--- src/core_defs.svh ---
// ==========================================================================
// core-wide widths and the fetch address taken on every start
// XLEN sets both the data width and the instruction address width
// ==========================================================================
`ifndef CORE_DEFS_SVH
`define CORE_DEFS_SVH

// data and address width
`define XLEN 32

// register index width, 32 registers
`define REG_ADDR_W 5

`define RESET_PC 32'h0000_0000	// first fetch after start

`endif

--- src/isa_pkg.sv ---
// ==========================================================================
// MIPS-subset encodings and the control enums shared by decode and execute
// only the listed opcodes and function codes are recognised
// ==========================================================================
package isa_pkg;

	// primary opcodes, instr[31:26]
	localparam logic [5:0] OP_SPECIAL = 6'h00;
	localparam logic [5:0] OP_J       = 6'h02;
	localparam logic [5:0] OP_BEQ     = 6'h04;
	localparam logic [5:0] OP_BNE     = 6'h05;
	localparam logic [5:0] OP_ADDIU   = 6'h09;
	localparam logic [5:0] OP_ORI     = 6'h0d;
	localparam logic [5:0] OP_LUI     = 6'h0f;

	// function codes under OP_SPECIAL, instr[5:0]
	localparam logic [5:0] FN_SLL     = 6'h00;
	localparam logic [5:0] FN_JR      = 6'h08;
	localparam logic [5:0] FN_SYSCALL = 6'h0c;
	localparam logic [5:0] FN_ADDU    = 6'h21;
	localparam logic [5:0] FN_SUBU    = 6'h23;
	localparam logic [5:0] FN_AND     = 6'h24;
	localparam logic [5:0] FN_OR      = 6'h25;
	localparam logic [5:0] FN_XOR     = 6'h26;
	localparam logic [5:0] FN_SLT     = 6'h2a;

	typedef enum logic [3:0] {
		ALU_NONE  = 4'd0,	// result is zero
		ALU_ADD   = 4'd1,
		ALU_SUB   = 4'd2,
		ALU_AND   = 4'd3,
		ALU_OR    = 4'd4,
		ALU_XOR   = 4'd5,
		ALU_SLT   = 4'd6,	// signed compare
		ALU_SLL   = 4'd7,	// operand 2 shifted by shamt
		ALU_PASS2 = 4'd8	// operand 2 as is
	} alu_op_e;

	typedef enum logic [1:0] {
		BR_NONE   = 2'd0,
		BR_EQ     = 2'd1,
		BR_NE     = 2'd2,
		BR_UNCOND = 2'd3
	} branch_op_e;

	// all-zero encodings so that a cleared payload is a harmless bubble
	typedef enum logic [1:0] {
		EXC_NONE = 2'd0,
		EXC_SYS  = 2'd1,
		EXC_RI   = 2'd2	// reserved or unsupported instruction
	} exc_code_e;

endpackage

--- src/pipe_pkg.sv ---
// ==========================================================================
// payloads passed between fetch, decode and execute, plus the write report
// an all-zero payload of any of these types is an invalid bubble
// ==========================================================================
`include "core_defs.svh"

package pipe_pkg;
	import isa_pkg::*;

	typedef struct packed {
		logic             valid;
		logic [`XLEN-1:0] pc;
		logic [`XLEN-1:0] instr;
		logic             in_delay_slot;	// word before this one was a branch
	} if2id_t;

	typedef struct packed {
		logic                   valid;
		logic [`XLEN-1:0]       pc;
		logic [`REG_ADDR_W-1:0] rs_addr;
		logic [`XLEN-1:0]       rs_data;
		logic [`REG_ADDR_W-1:0] rt_addr;
		logic [`XLEN-1:0]       rt_data;
		logic [`XLEN-1:0]       imm;	// operand 2 when use_imm is set
		logic                   use_imm;
		logic [4:0]             shamt;
		alu_op_e                alu_op;
		branch_op_e             branch_op;
		logic [`XLEN-1:0]       branch_target;
		logic [`REG_ADDR_W-1:0] wb_addr;	// zero means no write
		exc_code_e              exc_code;
		logic                   in_delay_slot;
	} id2ex_t;

	typedef struct packed {
		logic                   valid;
		logic [`REG_ADDR_W-1:0] addr;
		logic [`XLEN-1:0]       data;
	} wb_t;

endpackage

--- src/alu_execute.sv ---
// ==========================================================================
// execute stage with forwarding from its own last result, ALU and branches
// redirect and exception strobes are combinational in the execute cycle
// nothing writes or retires while kill is high
// ==========================================================================
`include "core_defs.svh"

module alu_execute (
	input  logic               clk,
	input  logic               rst,
	input  logic               kill,
	input  pipe_pkg::id2ex_t   id_ex,
	output pipe_pkg::wb_t      wb_out,
	output logic               redirect,
	output logic [`XLEN-1:0]   redirect_pc,
	output logic               exc_valid,
	output isa_pkg::exc_code_e exc_code,
	output logic [`XLEN-1:0]   exc_epc,
	output logic               retire
);
	import isa_pkg::*;

	logic [`XLEN-1:0] op_a;
	logic [`XLEN-1:0] op_rt;
	logic [`XLEN-1:0] op_b;
	logic [`XLEN-1:0] result;
	logic             live;
	logic             taken;

	// wb_out.valid already implies a nonzero address
	function automatic logic [`XLEN-1:0] fwd(input pipe_pkg::wb_t w,
	                                          input logic [`REG_ADDR_W-1:0] a,
	                                          input logic [`XLEN-1:0] d);
		return (w.valid && w.addr == a) ? w.data : d;
	endfunction

	assign op_a  = fwd(wb_out, id_ex.rs_addr, id_ex.rs_data);
	assign op_rt = fwd(wb_out, id_ex.rt_addr, id_ex.rt_data);
	assign op_b  = id_ex.use_imm ? id_ex.imm : op_rt;
	assign live  = id_ex.valid && !kill;

	always_comb begin
		case (id_ex.alu_op)
			ALU_ADD:   result = op_a + op_b;
			ALU_SUB:   result = op_a - op_b;
			ALU_AND:   result = op_a & op_b;
			ALU_OR:    result = op_a | op_b;
			ALU_XOR:   result = op_a ^ op_b;
			ALU_SLT:   result = {{(`XLEN-1){1'b0}}, $signed(op_a) < $signed(op_b)};
			ALU_SLL:   result = op_b << id_ex.shamt;
			ALU_PASS2: result = op_b;
			default:   result = '0;
		endcase
	end

	always_comb begin
		case (id_ex.branch_op)
			BR_EQ:     taken = (op_a == op_rt);
			BR_NE:     taken = (op_a != op_rt);
			BR_UNCOND: taken = 1'b1;
			default:   taken = 1'b0;
		endcase
	end

	assign exc_valid = live && id_ex.exc_code != EXC_NONE;
	assign exc_code  = id_ex.exc_code;
	assign exc_epc   = id_ex.in_delay_slot ? id_ex.pc - `XLEN'(4) : id_ex.pc;	// branch pc
	assign retire    = live && id_ex.exc_code == EXC_NONE;
	assign redirect  = retire && taken;

	// jr is the only unconditional jump that passes a register through the ALU
	assign redirect_pc = (id_ex.branch_op == BR_UNCOND && id_ex.alu_op == ALU_PASS2)
		? result : id_ex.branch_target;

	always_ff @(posedge clk) begin
		if (rst) begin
			wb_out <= '0;
		end else begin
			wb_out.valid <= retire && id_ex.wb_addr != '0;
			wb_out.addr  <= id_ex.wb_addr;
			wb_out.data  <= result;
		end
	end

endmodule

--- src/instr_decode.sv ---
// ==========================================================================
// combinational decode of the fetched word into the execute payload
// LW, SW and every other unlisted word decode as EXC_RI
// JR passes rs as operand 2 so that execute can forward its target
// ==========================================================================
`include "core_defs.svh"

module instr_decode (
	input  pipe_pkg::if2id_t       if_id,
	input  logic [`XLEN-1:0]       rd_data1,
	input  logic [`XLEN-1:0]       rd_data2,
	output logic [`REG_ADDR_W-1:0] rd_addr1,
	output logic [`REG_ADDR_W-1:0] rd_addr2,
	output pipe_pkg::id2ex_t       id_ex
);
	import isa_pkg::*;

	logic [5:0]             opcode;
	logic [5:0]             funct;
	logic [`REG_ADDR_W-1:0] rs;
	logic [`REG_ADDR_W-1:0] rt;
	logic [`REG_ADDR_W-1:0] rd;
	logic [4:0]             shamt;
	logic [15:0]            imm16;
	logic [`XLEN-1:0]       imm_sext;
	logic [`XLEN-1:0]       imm_zext;
	logic [`XLEN-1:0]       pc_next;
	logic [`XLEN-1:0]       br_rel;
	logic [`XLEN-1:0]       br_region;
	alu_op_e                r_op;

	// plain register-register ops, ALU_NONE when the code is unknown
	function automatic alu_op_e rtype_op(input logic [5:0] fn);
		case (fn)
			FN_SLL:  return ALU_SLL;
			FN_ADDU: return ALU_ADD;
			FN_SUBU: return ALU_SUB;
			FN_AND:  return ALU_AND;
			FN_OR:   return ALU_OR;
			FN_XOR:  return ALU_XOR;
			FN_SLT:  return ALU_SLT;
			default: return ALU_NONE;
		endcase
	endfunction

	assign opcode = if_id.instr[31:26];
	assign rs     = if_id.instr[25:21];
	assign rt     = if_id.instr[20:16];
	assign rd     = if_id.instr[15:11];
	assign shamt  = if_id.instr[10:6];
	assign funct  = if_id.instr[5:0];
	assign imm16  = if_id.instr[15:0];

	assign imm_sext  = {{(`XLEN-16){imm16[15]}}, imm16};
	assign imm_zext  = {{(`XLEN-16){1'b0}}, imm16};
	assign pc_next   = if_id.pc + `XLEN'(4);
	assign br_rel    = pc_next + {imm_sext[`XLEN-3:0], 2'b00};
	assign br_region = {pc_next[31:28], if_id.instr[25:0], 2'b00};	// 256 MB region
	assign r_op      = rtype_op(funct);

	assign rd_addr1 = rs;
	assign rd_addr2 = rt;

	always_comb begin
		id_ex = '0;
		id_ex.valid         = if_id.valid;
		id_ex.pc            = if_id.pc;
		id_ex.in_delay_slot = if_id.in_delay_slot;
		id_ex.rs_addr       = rs;
		id_ex.rs_data       = rd_data1;
		id_ex.rt_addr       = rt;
		id_ex.rt_data       = rd_data2;
		id_ex.shamt         = shamt;
		id_ex.alu_op        = ALU_NONE;
		id_ex.branch_op     = BR_NONE;
		id_ex.branch_target = br_rel;
		id_ex.exc_code      = EXC_NONE;

		case (opcode)
			OP_SPECIAL: begin
				case (funct)
					FN_JR: begin
						id_ex.rt_addr   = rs;	// target rides on operand 2
						id_ex.rt_data   = rd_data1;
						id_ex.alu_op    = ALU_PASS2;
						id_ex.branch_op = BR_UNCOND;
					end
					FN_SYSCALL: id_ex.exc_code = EXC_SYS;
					default: begin
						if (r_op == ALU_NONE) begin
							id_ex.exc_code = EXC_RI;
						end else begin
							id_ex.alu_op  = r_op;
							id_ex.wb_addr = rd;	// rd of zero is a nop
						end
					end
				endcase
			end
			OP_J: begin
				id_ex.branch_op     = BR_UNCOND;
				id_ex.branch_target = br_region;
			end
			OP_BEQ: id_ex.branch_op = BR_EQ;
			OP_BNE: id_ex.branch_op = BR_NE;
			OP_ADDIU: begin
				id_ex.imm     = imm_sext;
				id_ex.use_imm = 1'b1;
				id_ex.alu_op  = ALU_ADD;
				id_ex.wb_addr = rt;
			end
			OP_ORI: begin
				id_ex.imm     = imm_zext;
				id_ex.use_imm = 1'b1;
				id_ex.alu_op  = ALU_OR;
				id_ex.wb_addr = rt;
			end
			OP_LUI: begin
				id_ex.imm     = {imm16, 16'h0000};
				id_ex.use_imm = 1'b1;
				id_ex.alu_op  = ALU_PASS2;
				id_ex.wb_addr = rt;
			end
			default: id_ex.exc_code = EXC_RI;
		endcase

		// bubble stays all zero
		if (!if_id.valid)
			id_ex = '0;
	end

endmodule

--- src/mips_core.sv ---
// ==========================================================================
// three-stage MIPS-subset core: fetch, decode, execute
// instruction memory is outside and read combinationally on imem_addr
// no data memory, no stalls, one branch delay slot
// ==========================================================================
`include "core_defs.svh"

module mips_core (
	input  logic               clk,
	input  logic               rst,
	input  logic               start,
	output logic [`XLEN-1:0]   imem_addr,
	input  logic [`XLEN-1:0]   imem_data,
	output pipe_pkg::wb_t      wb_out,
	output logic               halted,
	output isa_pkg::exc_code_e exc_code,
	output logic [`XLEN-1:0]   exc_epc,
	output logic [31:0]        retired
);
	import isa_pkg::*;
	import pipe_pkg::*;

	logic                   fetch_en;
	logic                   flush_if;
	logic                   flush_ex;
	logic                   redirect;
	logic [`XLEN-1:0]       redirect_pc;
	logic                   retire;
	logic                   exc_valid;
	exc_code_e              ex_exc_code;
	logic [`XLEN-1:0]       ex_epc;
	logic [`XLEN-1:0]       pc;
	logic [`REG_ADDR_W-1:0] rd_addr1;
	logic [`REG_ADDR_W-1:0] rd_addr2;
	logic [`XLEN-1:0]       rd_data1;
	logic [`XLEN-1:0]       rd_data2;
	if2id_t                 if_id_d;
	if2id_t                 if_id_q;
	id2ex_t                 id_ex_d;
	id2ex_t                 id_ex_q;

	assign imem_addr = pc;

	always_comb begin
		if_id_d.valid         = fetch_en;
		if_id_d.pc            = pc;
		if_id_d.instr         = imem_data;
		if_id_d.in_delay_slot = (id_ex_d.branch_op != BR_NONE);	// branch now in decode
	end

	pc_counter u_pc (
		.clk(clk), .rst(rst), .start(start), .fetch_en(fetch_en),
		.redirect(redirect), .redirect_pc(redirect_pc), .retire(retire),
		.pc(pc), .retired(retired)
	);

	pipe_ctrl u_ctrl (
		.clk(clk), .rst(rst), .start(start),
		.exc_valid(exc_valid), .exc_code_in(ex_exc_code), .epc_in(ex_epc),
		.redirect(redirect), .fetch_en(fetch_en),
		.flush_if(flush_if), .flush_ex(flush_ex), .halted(halted),
		.exc_code(exc_code), .exc_epc(exc_epc)
	);

	stage_reg #(.payload_t(if2id_t)) u_if_id (
		.clk(clk), .rst(rst), .flush(flush_if), .d(if_id_d), .q(if_id_q)
	);

	reg_file u_rf (
		.clk(clk), .rst(rst), .rd_addr1(rd_addr1), .rd_addr2(rd_addr2),
		.wr(wb_out), .rd_data1(rd_data1), .rd_data2(rd_data2)
	);

	instr_decode u_dec (
		.if_id(if_id_q), .rd_data1(rd_data1), .rd_data2(rd_data2),
		.rd_addr1(rd_addr1), .rd_addr2(rd_addr2), .id_ex(id_ex_d)
	);

	stage_reg #(.payload_t(id2ex_t)) u_id_ex (
		.clk(clk), .rst(rst), .flush(flush_ex), .d(id_ex_d), .q(id_ex_q)
	);

	alu_execute u_ex (
		.clk(clk), .rst(rst), .kill(halted), .id_ex(id_ex_q), .wb_out(wb_out),
		.redirect(redirect), .redirect_pc(redirect_pc),
		.exc_valid(exc_valid), .exc_code(ex_exc_code), .exc_epc(ex_epc),
		.retire(retire)
	);

endmodule

--- src/pc_counter.sv ---
// ==========================================================================
// fetch address and retired-instruction count
// a redirect wins over the sequential step, start wins over both
// ==========================================================================
`include "core_defs.svh"

module pc_counter (
	input  logic             clk,
	input  logic             rst,
	input  logic             start,
	input  logic             fetch_en,
	input  logic             redirect,
	input  logic [`XLEN-1:0] redirect_pc,
	input  logic             retire,
	output logic [`XLEN-1:0] pc,
	output logic [31:0]      retired
);

	always_ff @(posedge clk) begin
		if (rst || start)
			pc <= `RESET_PC;
		else if (redirect)
			pc <= redirect_pc;	// taken branch resolved in execute
		else if (fetch_en)
			pc <= pc + `XLEN'(4);
	end

	// count restarts from zero on every start
	always_ff @(posedge clk) begin
		if (rst || start)
			retired <= '0;
		else if (retire)
			retired <= retired + 32'd1;
	end

endmodule

--- src/pipe_ctrl.sv ---
// ==========================================================================
// run control: IDLE until start, RUN until an exception, HALT until start
// the exception report holds its value for the whole time in HALT
// ==========================================================================
`include "core_defs.svh"

module pipe_ctrl (
	input  logic                clk,
	input  logic                rst,
	input  logic                start,
	input  logic                exc_valid,
	input  isa_pkg::exc_code_e  exc_code_in,
	input  logic [`XLEN-1:0]    epc_in,
	input  logic                redirect,
	output logic                fetch_en,
	output logic                flush_if,
	output logic                flush_ex,
	output logic                halted,
	output isa_pkg::exc_code_e  exc_code,
	output logic [`XLEN-1:0]    exc_epc
);
	import isa_pkg::*;

	typedef enum logic [1:0] {
		IDLE,
		RUN,
		HALT
	} state_t;

	state_t state;

	always_ff @(posedge clk) begin
		if (rst) begin
			state    <= IDLE;
			exc_code <= EXC_NONE;
			exc_epc  <= '0;
		end else begin
			case (state)
				IDLE: if (start) state <= RUN;
				RUN: begin
					if (exc_valid) begin
						state    <= HALT;
						exc_code <= exc_code_in;	// capture report
						exc_epc  <= epc_in;
					end
				end
				HALT: begin
					if (start) begin
						state    <= RUN;
						exc_code <= EXC_NONE;
						exc_epc  <= '0;
					end
				end
				default: state <= IDLE;
			endcase
		end
	end

	assign fetch_en = (state == RUN);
	assign halted   = (state == HALT);

	// redirect drops the word after the delay slot
	assign flush_if = redirect || exc_valid;
	assign flush_ex = exc_valid;	// younger instruction in decode

endmodule

--- src/reg_file.sv ---
// ==========================================================================
// 32 x 32 register file, two combinational reads, one write
// r0 is never written, a same-cycle write is visible on the read ports
// ==========================================================================
`include "core_defs.svh"

module reg_file (
	input  logic                   clk,
	input  logic                   rst,
	input  logic [`REG_ADDR_W-1:0] rd_addr1,
	input  logic [`REG_ADDR_W-1:0] rd_addr2,
	input  pipe_pkg::wb_t          wr,
	output logic [`XLEN-1:0]       rd_data1,
	output logic [`XLEN-1:0]       rd_data2
);

	localparam int DEPTH = 1 << `REG_ADDR_W;

	logic [`XLEN-1:0] regs [DEPTH];

	function automatic logic [`XLEN-1:0] read_port(input logic [`REG_ADDR_W-1:0] a);
		if (a == '0)
			return '0;
		if (wr.valid && wr.addr == a)
			return wr.data;	// write-through
		return regs[a];
	endfunction

	always_ff @(posedge clk) begin
		if (rst) begin
			for (int i = 0; i < DEPTH; i++)
				regs[i] <= '0;
		end else if (wr.valid && wr.addr != '0) begin
			regs[wr.addr] <= wr.data;
		end
	end

	always_comb begin
		rd_data1 = read_port(rd_addr1);
		rd_data2 = read_port(rd_addr2);
	end

endmodule

--- src/stage_reg.sv ---
// ==========================================================================
// pipeline register for any packed payload, loads every cycle
// reset and flush both leave an all-zero bubble
// ==========================================================================
module stage_reg #(
	parameter type payload_t = logic
) (
	input  logic     clk,
	input  logic     rst,
	input  logic     flush,
	input  payload_t d,
	output payload_t q
);

	always_ff @(posedge clk) begin
		if (rst || flush)
			q <= '0;	// valid bit low
		else
			q <= d;
	end

endmodule

--- config.mk ---
export PLATFORM = sky130hd
export DESIGN_NAME = mips_core
export DESIGN_NICKNAME = d
export VERILOG_FILES = /design/src/isa_pkg.sv /design/src/pipe_pkg.sv /design/src/alu_execute.sv /design/src/instr_decode.sv /design/src/mips_core.sv /design/src/pc_counter.sv /design/src/pipe_ctrl.sv /design/src/reg_file.sv /design/src/stage_reg.sv
export VERILOG_INCLUDE_DIRS = /design/src
export SDC_FILE = /design/constraint.sdc
export NUM_CORES = 2
export LEC_CHECK = 0
export CAP_MARGIN = 10
export CORE_UTILIZATION = 50
export DETAILED_ROUTE_END_ITERATION = 12
export DONT_BUFFER_PORTS = 1
export MAX_ROUTING_LAYER = met4
export SYNTH_ARGS = -nofsm -noshare
export SYNTH_HDL_FRONTEND = slang
export SYNTH_HIERARCHICAL = 1
export SYNTH_SLANG_ARGS = --single-unit
--- constraint.sdc ---
create_clock -name clk -period 12.94 [get_ports clk]
set_clock_uncertainty 0.05 [all_clocks]
set_input_delay 1.941 -clock clk [delete_from_list [all_inputs] [get_ports clk]]
set_output_delay 1.941 -clock clk [all_outputs]
set_load 0.03 [all_outputs]
==> summary by stage <==
Outcome
The run finished with clean final reports.

Route
The count of nets left with antenna violations once routing finished came out at 0. The initial detailed-routing violation count is 9,389. Detailed routing inserted a total of 64,100 vias. The routed design has 353 mm of wire.

The detail-routed net length per standard cell is 37.6 um. In the routed design, unresolved DRC markers number 0. The first-pass iteration count of the detailed router is 6. Using the TritonRoute via totals, the vias-per-cell ratio works out to 6.84.

Yosys
The total of flip-flops plus latches after synthesis is 1,419. The count of cell types in the netlist is 131. The share of synthesized flip-flops with an asynchronous set or reset is 0. The warning count from the yosys run is 6. The count of flip-flops with a built-in enable after synthesis is 1,024.

The mapped netlist covers 83,600 sq um. A synthesized cell averages 11.5 sq um. The gate count after technology mapping is 7,274. The main flop type after synthesis is sky130_fd_sc_hd__edfxtp_1. For this run, the register share of the synthesized area comes to 0.462.

Floorplan
The floorplan step defined a core boundary enclosing 166,000 sq um. The die extent in x is 411 um. The area of the die is 169,000 sq um. The die boundary height is 411 um. The number of cell rows is 149. During I/O placement, the number of pins put on the boundary was 172. The starting density of the core is 0.505.

Final layout
The most common cell after layout, fill and taps aside is sky130_fd_sc_hd__and2_1. The fill cell instance count of the final layout is 14,200. In the layout the commonest cells are sky130_fd_sc_hd__and2_1 (1,100), sky130_fd_sc_hd__edfxtp_1 (1,024), sky130_fd_sc_hd__mux4_2 (392).

The fraction of layout instances using a drive strength above 1 is 0.169. From synthesis to final layout, the design area changed by 7.97%. In the final design database the tool counted 7,179 nets.

Critical path
The maximum fanout count along the critical path is 35. The required time at the endpoint of the critical path is 13.58 ns. The worst setup path is launched from a register. The reg2reg setup slack is 5.28 ns. The worst setup path is captured at a register. The path depth of the worst reg2reg path is 18.

The startpoint of the lowest-slack register-to-register path is u_ex/wb_out[35]$_SDFF_PP0_. The setup path with the least slack is of type register to register. The worst register-to-register path ends at u_pc/pc[30]$_SDFFE_PP0N_. At the worst endpoint, the arrival time is 8.31 ns.

Clock network
The number of buffers inserted by hold repair at cts is 0. The clock passes through at most 3 buffers. Once the clock tree was built, the setup fixing pass inserted 0 buffers. The clock latency at the later pin of the worst-skew pair is 0.86 ns.

The total CTS buffers is 160. The clock-pin slew on the worst setup and hold paths is 0.06 ns. In this run the number of H-tree levels came out at 4.

The clock tree from TritonCTS is done. The number of gates resized after cts is 0. The cell sitting at the root of the clock tree is a sky130_fd_sc_hd__clkbuf_16. CTS saw 1,419 sinks.

STA
The smallest clock period supported by the final layout is computed as 7.66 ns. In this run the tightest slew margin relative to its limit is 0.0799. Dividing the final minimum period by the clock period gives 0.592. For the pin with the worst max-slew slack, the measured transition is 1.37 ns. The max-slew violation total from the final report came to 0. Setup violations remaining at the end of the flow were counted as 0. The final hold violation count is 0. Setup repair after global routing left no endpoint under its margin. The fmax is 131 MHz. In the final timing run, aggregate negative setup slack is 0 ns.

Across all setup checks in the final design, the least slack found is 5.28 ns.

Pwr
The worst vdd rail ir drop is 0.000146 V. The standby leakage power is 0.0316 uW. The power density over the cells is 122 nW/um^2.

Hold path
The min-delay analysis places its worst path in the category register to register. The instance count along the most critical hold path is 1. The startpoint identified for the worst hold timing path is u_id_ex/q[5]$_SDFF_PP0_. The path with the worst hold slack has its endpoint at u_ex/wb_out[34]$_SDFF_PP0_.

Placement
The port buffer count is 0. The post-placement worst setup slack is 5.61 ns. The estimated wirelength of the detail-placed design is 237 mm. The final estimated routing congestion in global placement is 1.01.

Global routing
Across every metal layer, demand over resource in global routing totals 0.423. The total overflow left after global routing is 0. The initial antenna violation count is 62. The via count of the first global-routing pass came to 60,200. Entering global routing, the biggest net connects 402 pins. The first global-routing pass estimated 484 mm of wire.

Job
The count of max-cap constraint violations is 0.
==> stage by stage <==
stage	cells	total power, uW	area (sq um)	utilization	hold slack (ns)
2_1_floorplan	7305	5920	83700	-	0.379
3_3_place_gp	9035	6380	84700	0.512	0.401
3_5_place_dp	9035	6390	84700	0.512	0.398
4_1_cts	9328	11000	90100	0.544	0.407
5_1_grt	9368	11300	90200	0.545	0.416
6_report	9378	11000	90300	0.545	0.406
==> worst max-delay path, stage by stage (launching register included) <==
cell and delay [ns]:
sky130_fd_sc_hd__dfxtp_1 0.98, sky130_fd_sc_hd__xor2_1 0.22, sky130_fd_sc_hd__nor2_2 0.41, sky130_fd_sc_hd__nand2_4 0.48
sky130_fd_sc_hd__mux2_2 0.47, sky130_fd_sc_hd__mux2i_1 0.37, sky130_fd_sc_hd__inv_1 0.17, sky130_fd_sc_hd__fa_1 0.44
sky130_fd_sc_hd__a21o_1 0.20, sky130_fd_sc_hd__a21oi_1 0.23, sky130_fd_sc_hd__o21ai_0 0.25, sky130_fd_sc_hd__a311oi_1 0.77
sky130_fd_sc_hd__o21ai_0 0.64, sky130_fd_sc_hd__a21oi_1 0.55, sky130_fd_sc_hd__o21ai_0 0.26, sky130_fd_sc_hd__a31oi_1 0.56
sky130_fd_sc_hd__a31oi_1 0.16, sky130_fd_sc_hd__o21ai_0 0.22, sky130_fd_sc_hd__a31oi_1 0.06
==> worst max-delay path by stage <==
stage | slack, ns | cells after the start | endpoint | startpoint
CTS | 5.58 | 18 | u_pc/pc[30]$_SDFFE_PP0N_ | u_ex/wb_out[35]$_SDFF_PP0_
floorplan | 7.65 | 23 | u_pc/pc[20]$_SDFFE_PP0N_ | u_ex/wb_out[32]$_SDFF_PP0_
detailed placement | 5.61 | 18 | u_pc/pc[30]$_SDFFE_PP0N_ | u_ex/wb_out[35]$_SDFF_PP0_
global route | 5.16 | 18 | u_pc/pc[30]$_SDFFE_PP0N_ | u_ex/wb_out[35]$_SDFF_PP0_
global placement | 5.61 | 18 | u_pc/pc[30]$_SDFFE_PP0N_ | u_ex/wb_out[35]$_SDFF_PP0_
finish | 5.28 | 18 | u_pc/pc[30]$_SDFFE_PP0N_ | u_ex/wb_out[35]$_SDFF_PP0_
==> flip-flops by register name (all words and copies together) (netlist names) <==
name,count
u_rf/regs,1024
u_id_ex/q,191
u_if_id/q,66
u_ex/wb_out,38
u_ctrl/exc_epc,32
u_pc/pc,32
u_pc/retired,32
u_ctrl/exc_code,2
u_ctrl/state,2
==> report_power, final <==
part / switching (uW) / total, uW / internal (uW) / leakage, uW
clock network: 1980 / 4690 / 2700 / 0.00259
registers: 118 / 5130 / 5020 / 0.0134
logic: 786 / 1210 / 423 / 0.0157
total: 2890 / 11000 / 8140 / 0.0316
==> layout make-up <==
class	count	area, sq um	share of cell area
diodes	47	118	0.00130
clock buffers	205	4370	0.0484
clock inverters	88	991	0.0110
inverters	133	504	0.00559
multi-input cells	5084	41100	0.455
flip-flops and latches	1419	38700	0.429
well taps	2189	2740	0.0303
repair buffers	213	1690	0.0187
==> cells by family (layout without fill, tap and decap cells) <==
group                    Yosys count  count (layout)  synth area share
AND/OR/NAND/NOR                 2622            2622             0.182
multiplexers                     863             863             0.164
buffers and inverters            802             639            0.0501
XOR/XNOR                         175             175            0.0185
other                              1              79         0.0000449
AO/OA/AOI/OAI                   1259            1259             0.102
flip-flops                      1419            1419             0.462
adder cells (fa/ha/maj)          133             133            0.0202
==> synth_stat cells (all sizes together), types with 21 or more instances <==
| library cell | n | area (sq um) |
|---|---|---|
| nor2b | 47 | 294 |
| buf | 229 | 1760 |
| nand4 | 51 | 340 |
| mux4 | 394 | 8880 |
| a211oi | 71 | 538 |
| a21oi | 364 | 1860 |
| mux2 | 111 | 1260 |
| nor4 | 39 | 272 |
| dfxtp | 395 | 7910 |
| o21ai | 187 | 940 |
| nor3 | 92 | 470 |
| and2 | 1105 | 6920 |
| o22ai | 64 | 414 |
| xor2 | 63 | 552 |
| inv | 131 | 492 |
| xnor2 | 112 | 996 |
| o221ai | 73 | 639 |
| a31oi | 67 | 425 |
| a32o | 32 | 320 |
| or4 | 23 | 178 |
| a22oi | 94 | 706 |
| or2 | 42 | 263 |
| edfxtp | 1024 | 30700 |
| ha | 130 | 1630 |
| nand2b | 29 | 181 |
| mux2i | 358 | 3580 |
| a221oi | 21 | 209 |
| nand2 | 388 | 1460 |
| nand3 | 107 | 536 |
| o21bai | 25 | 188 |
| clkbuf | 437 | 1890 |
| a21o | 27 | 204 |
| nor3b | 265 | 2190 |
| and3 | 40 | 251 |
| nor2 | 298 | 1130 |
| a2111oi | 33 | 344 |
| or3 | 48 | 329 |
| o31ai | 45 | 367 |
==> routing by layer <==
layer | vias to the layer above | GRT usage | part of all wire | routed length (um)
met4 | 0 | 0.166 | 0.043 | 15000
met5 | - | - | 0 | 0
met1 | 32700 | 0.566 | 0.40 | 142000
met3 | 725 | 0.121 | 0.12 | 43000
li1 | 26600 | - | - | -
met2 | 4084 | 0.602 | 0.43 | 153000
(Power assumes the default switching activity.)
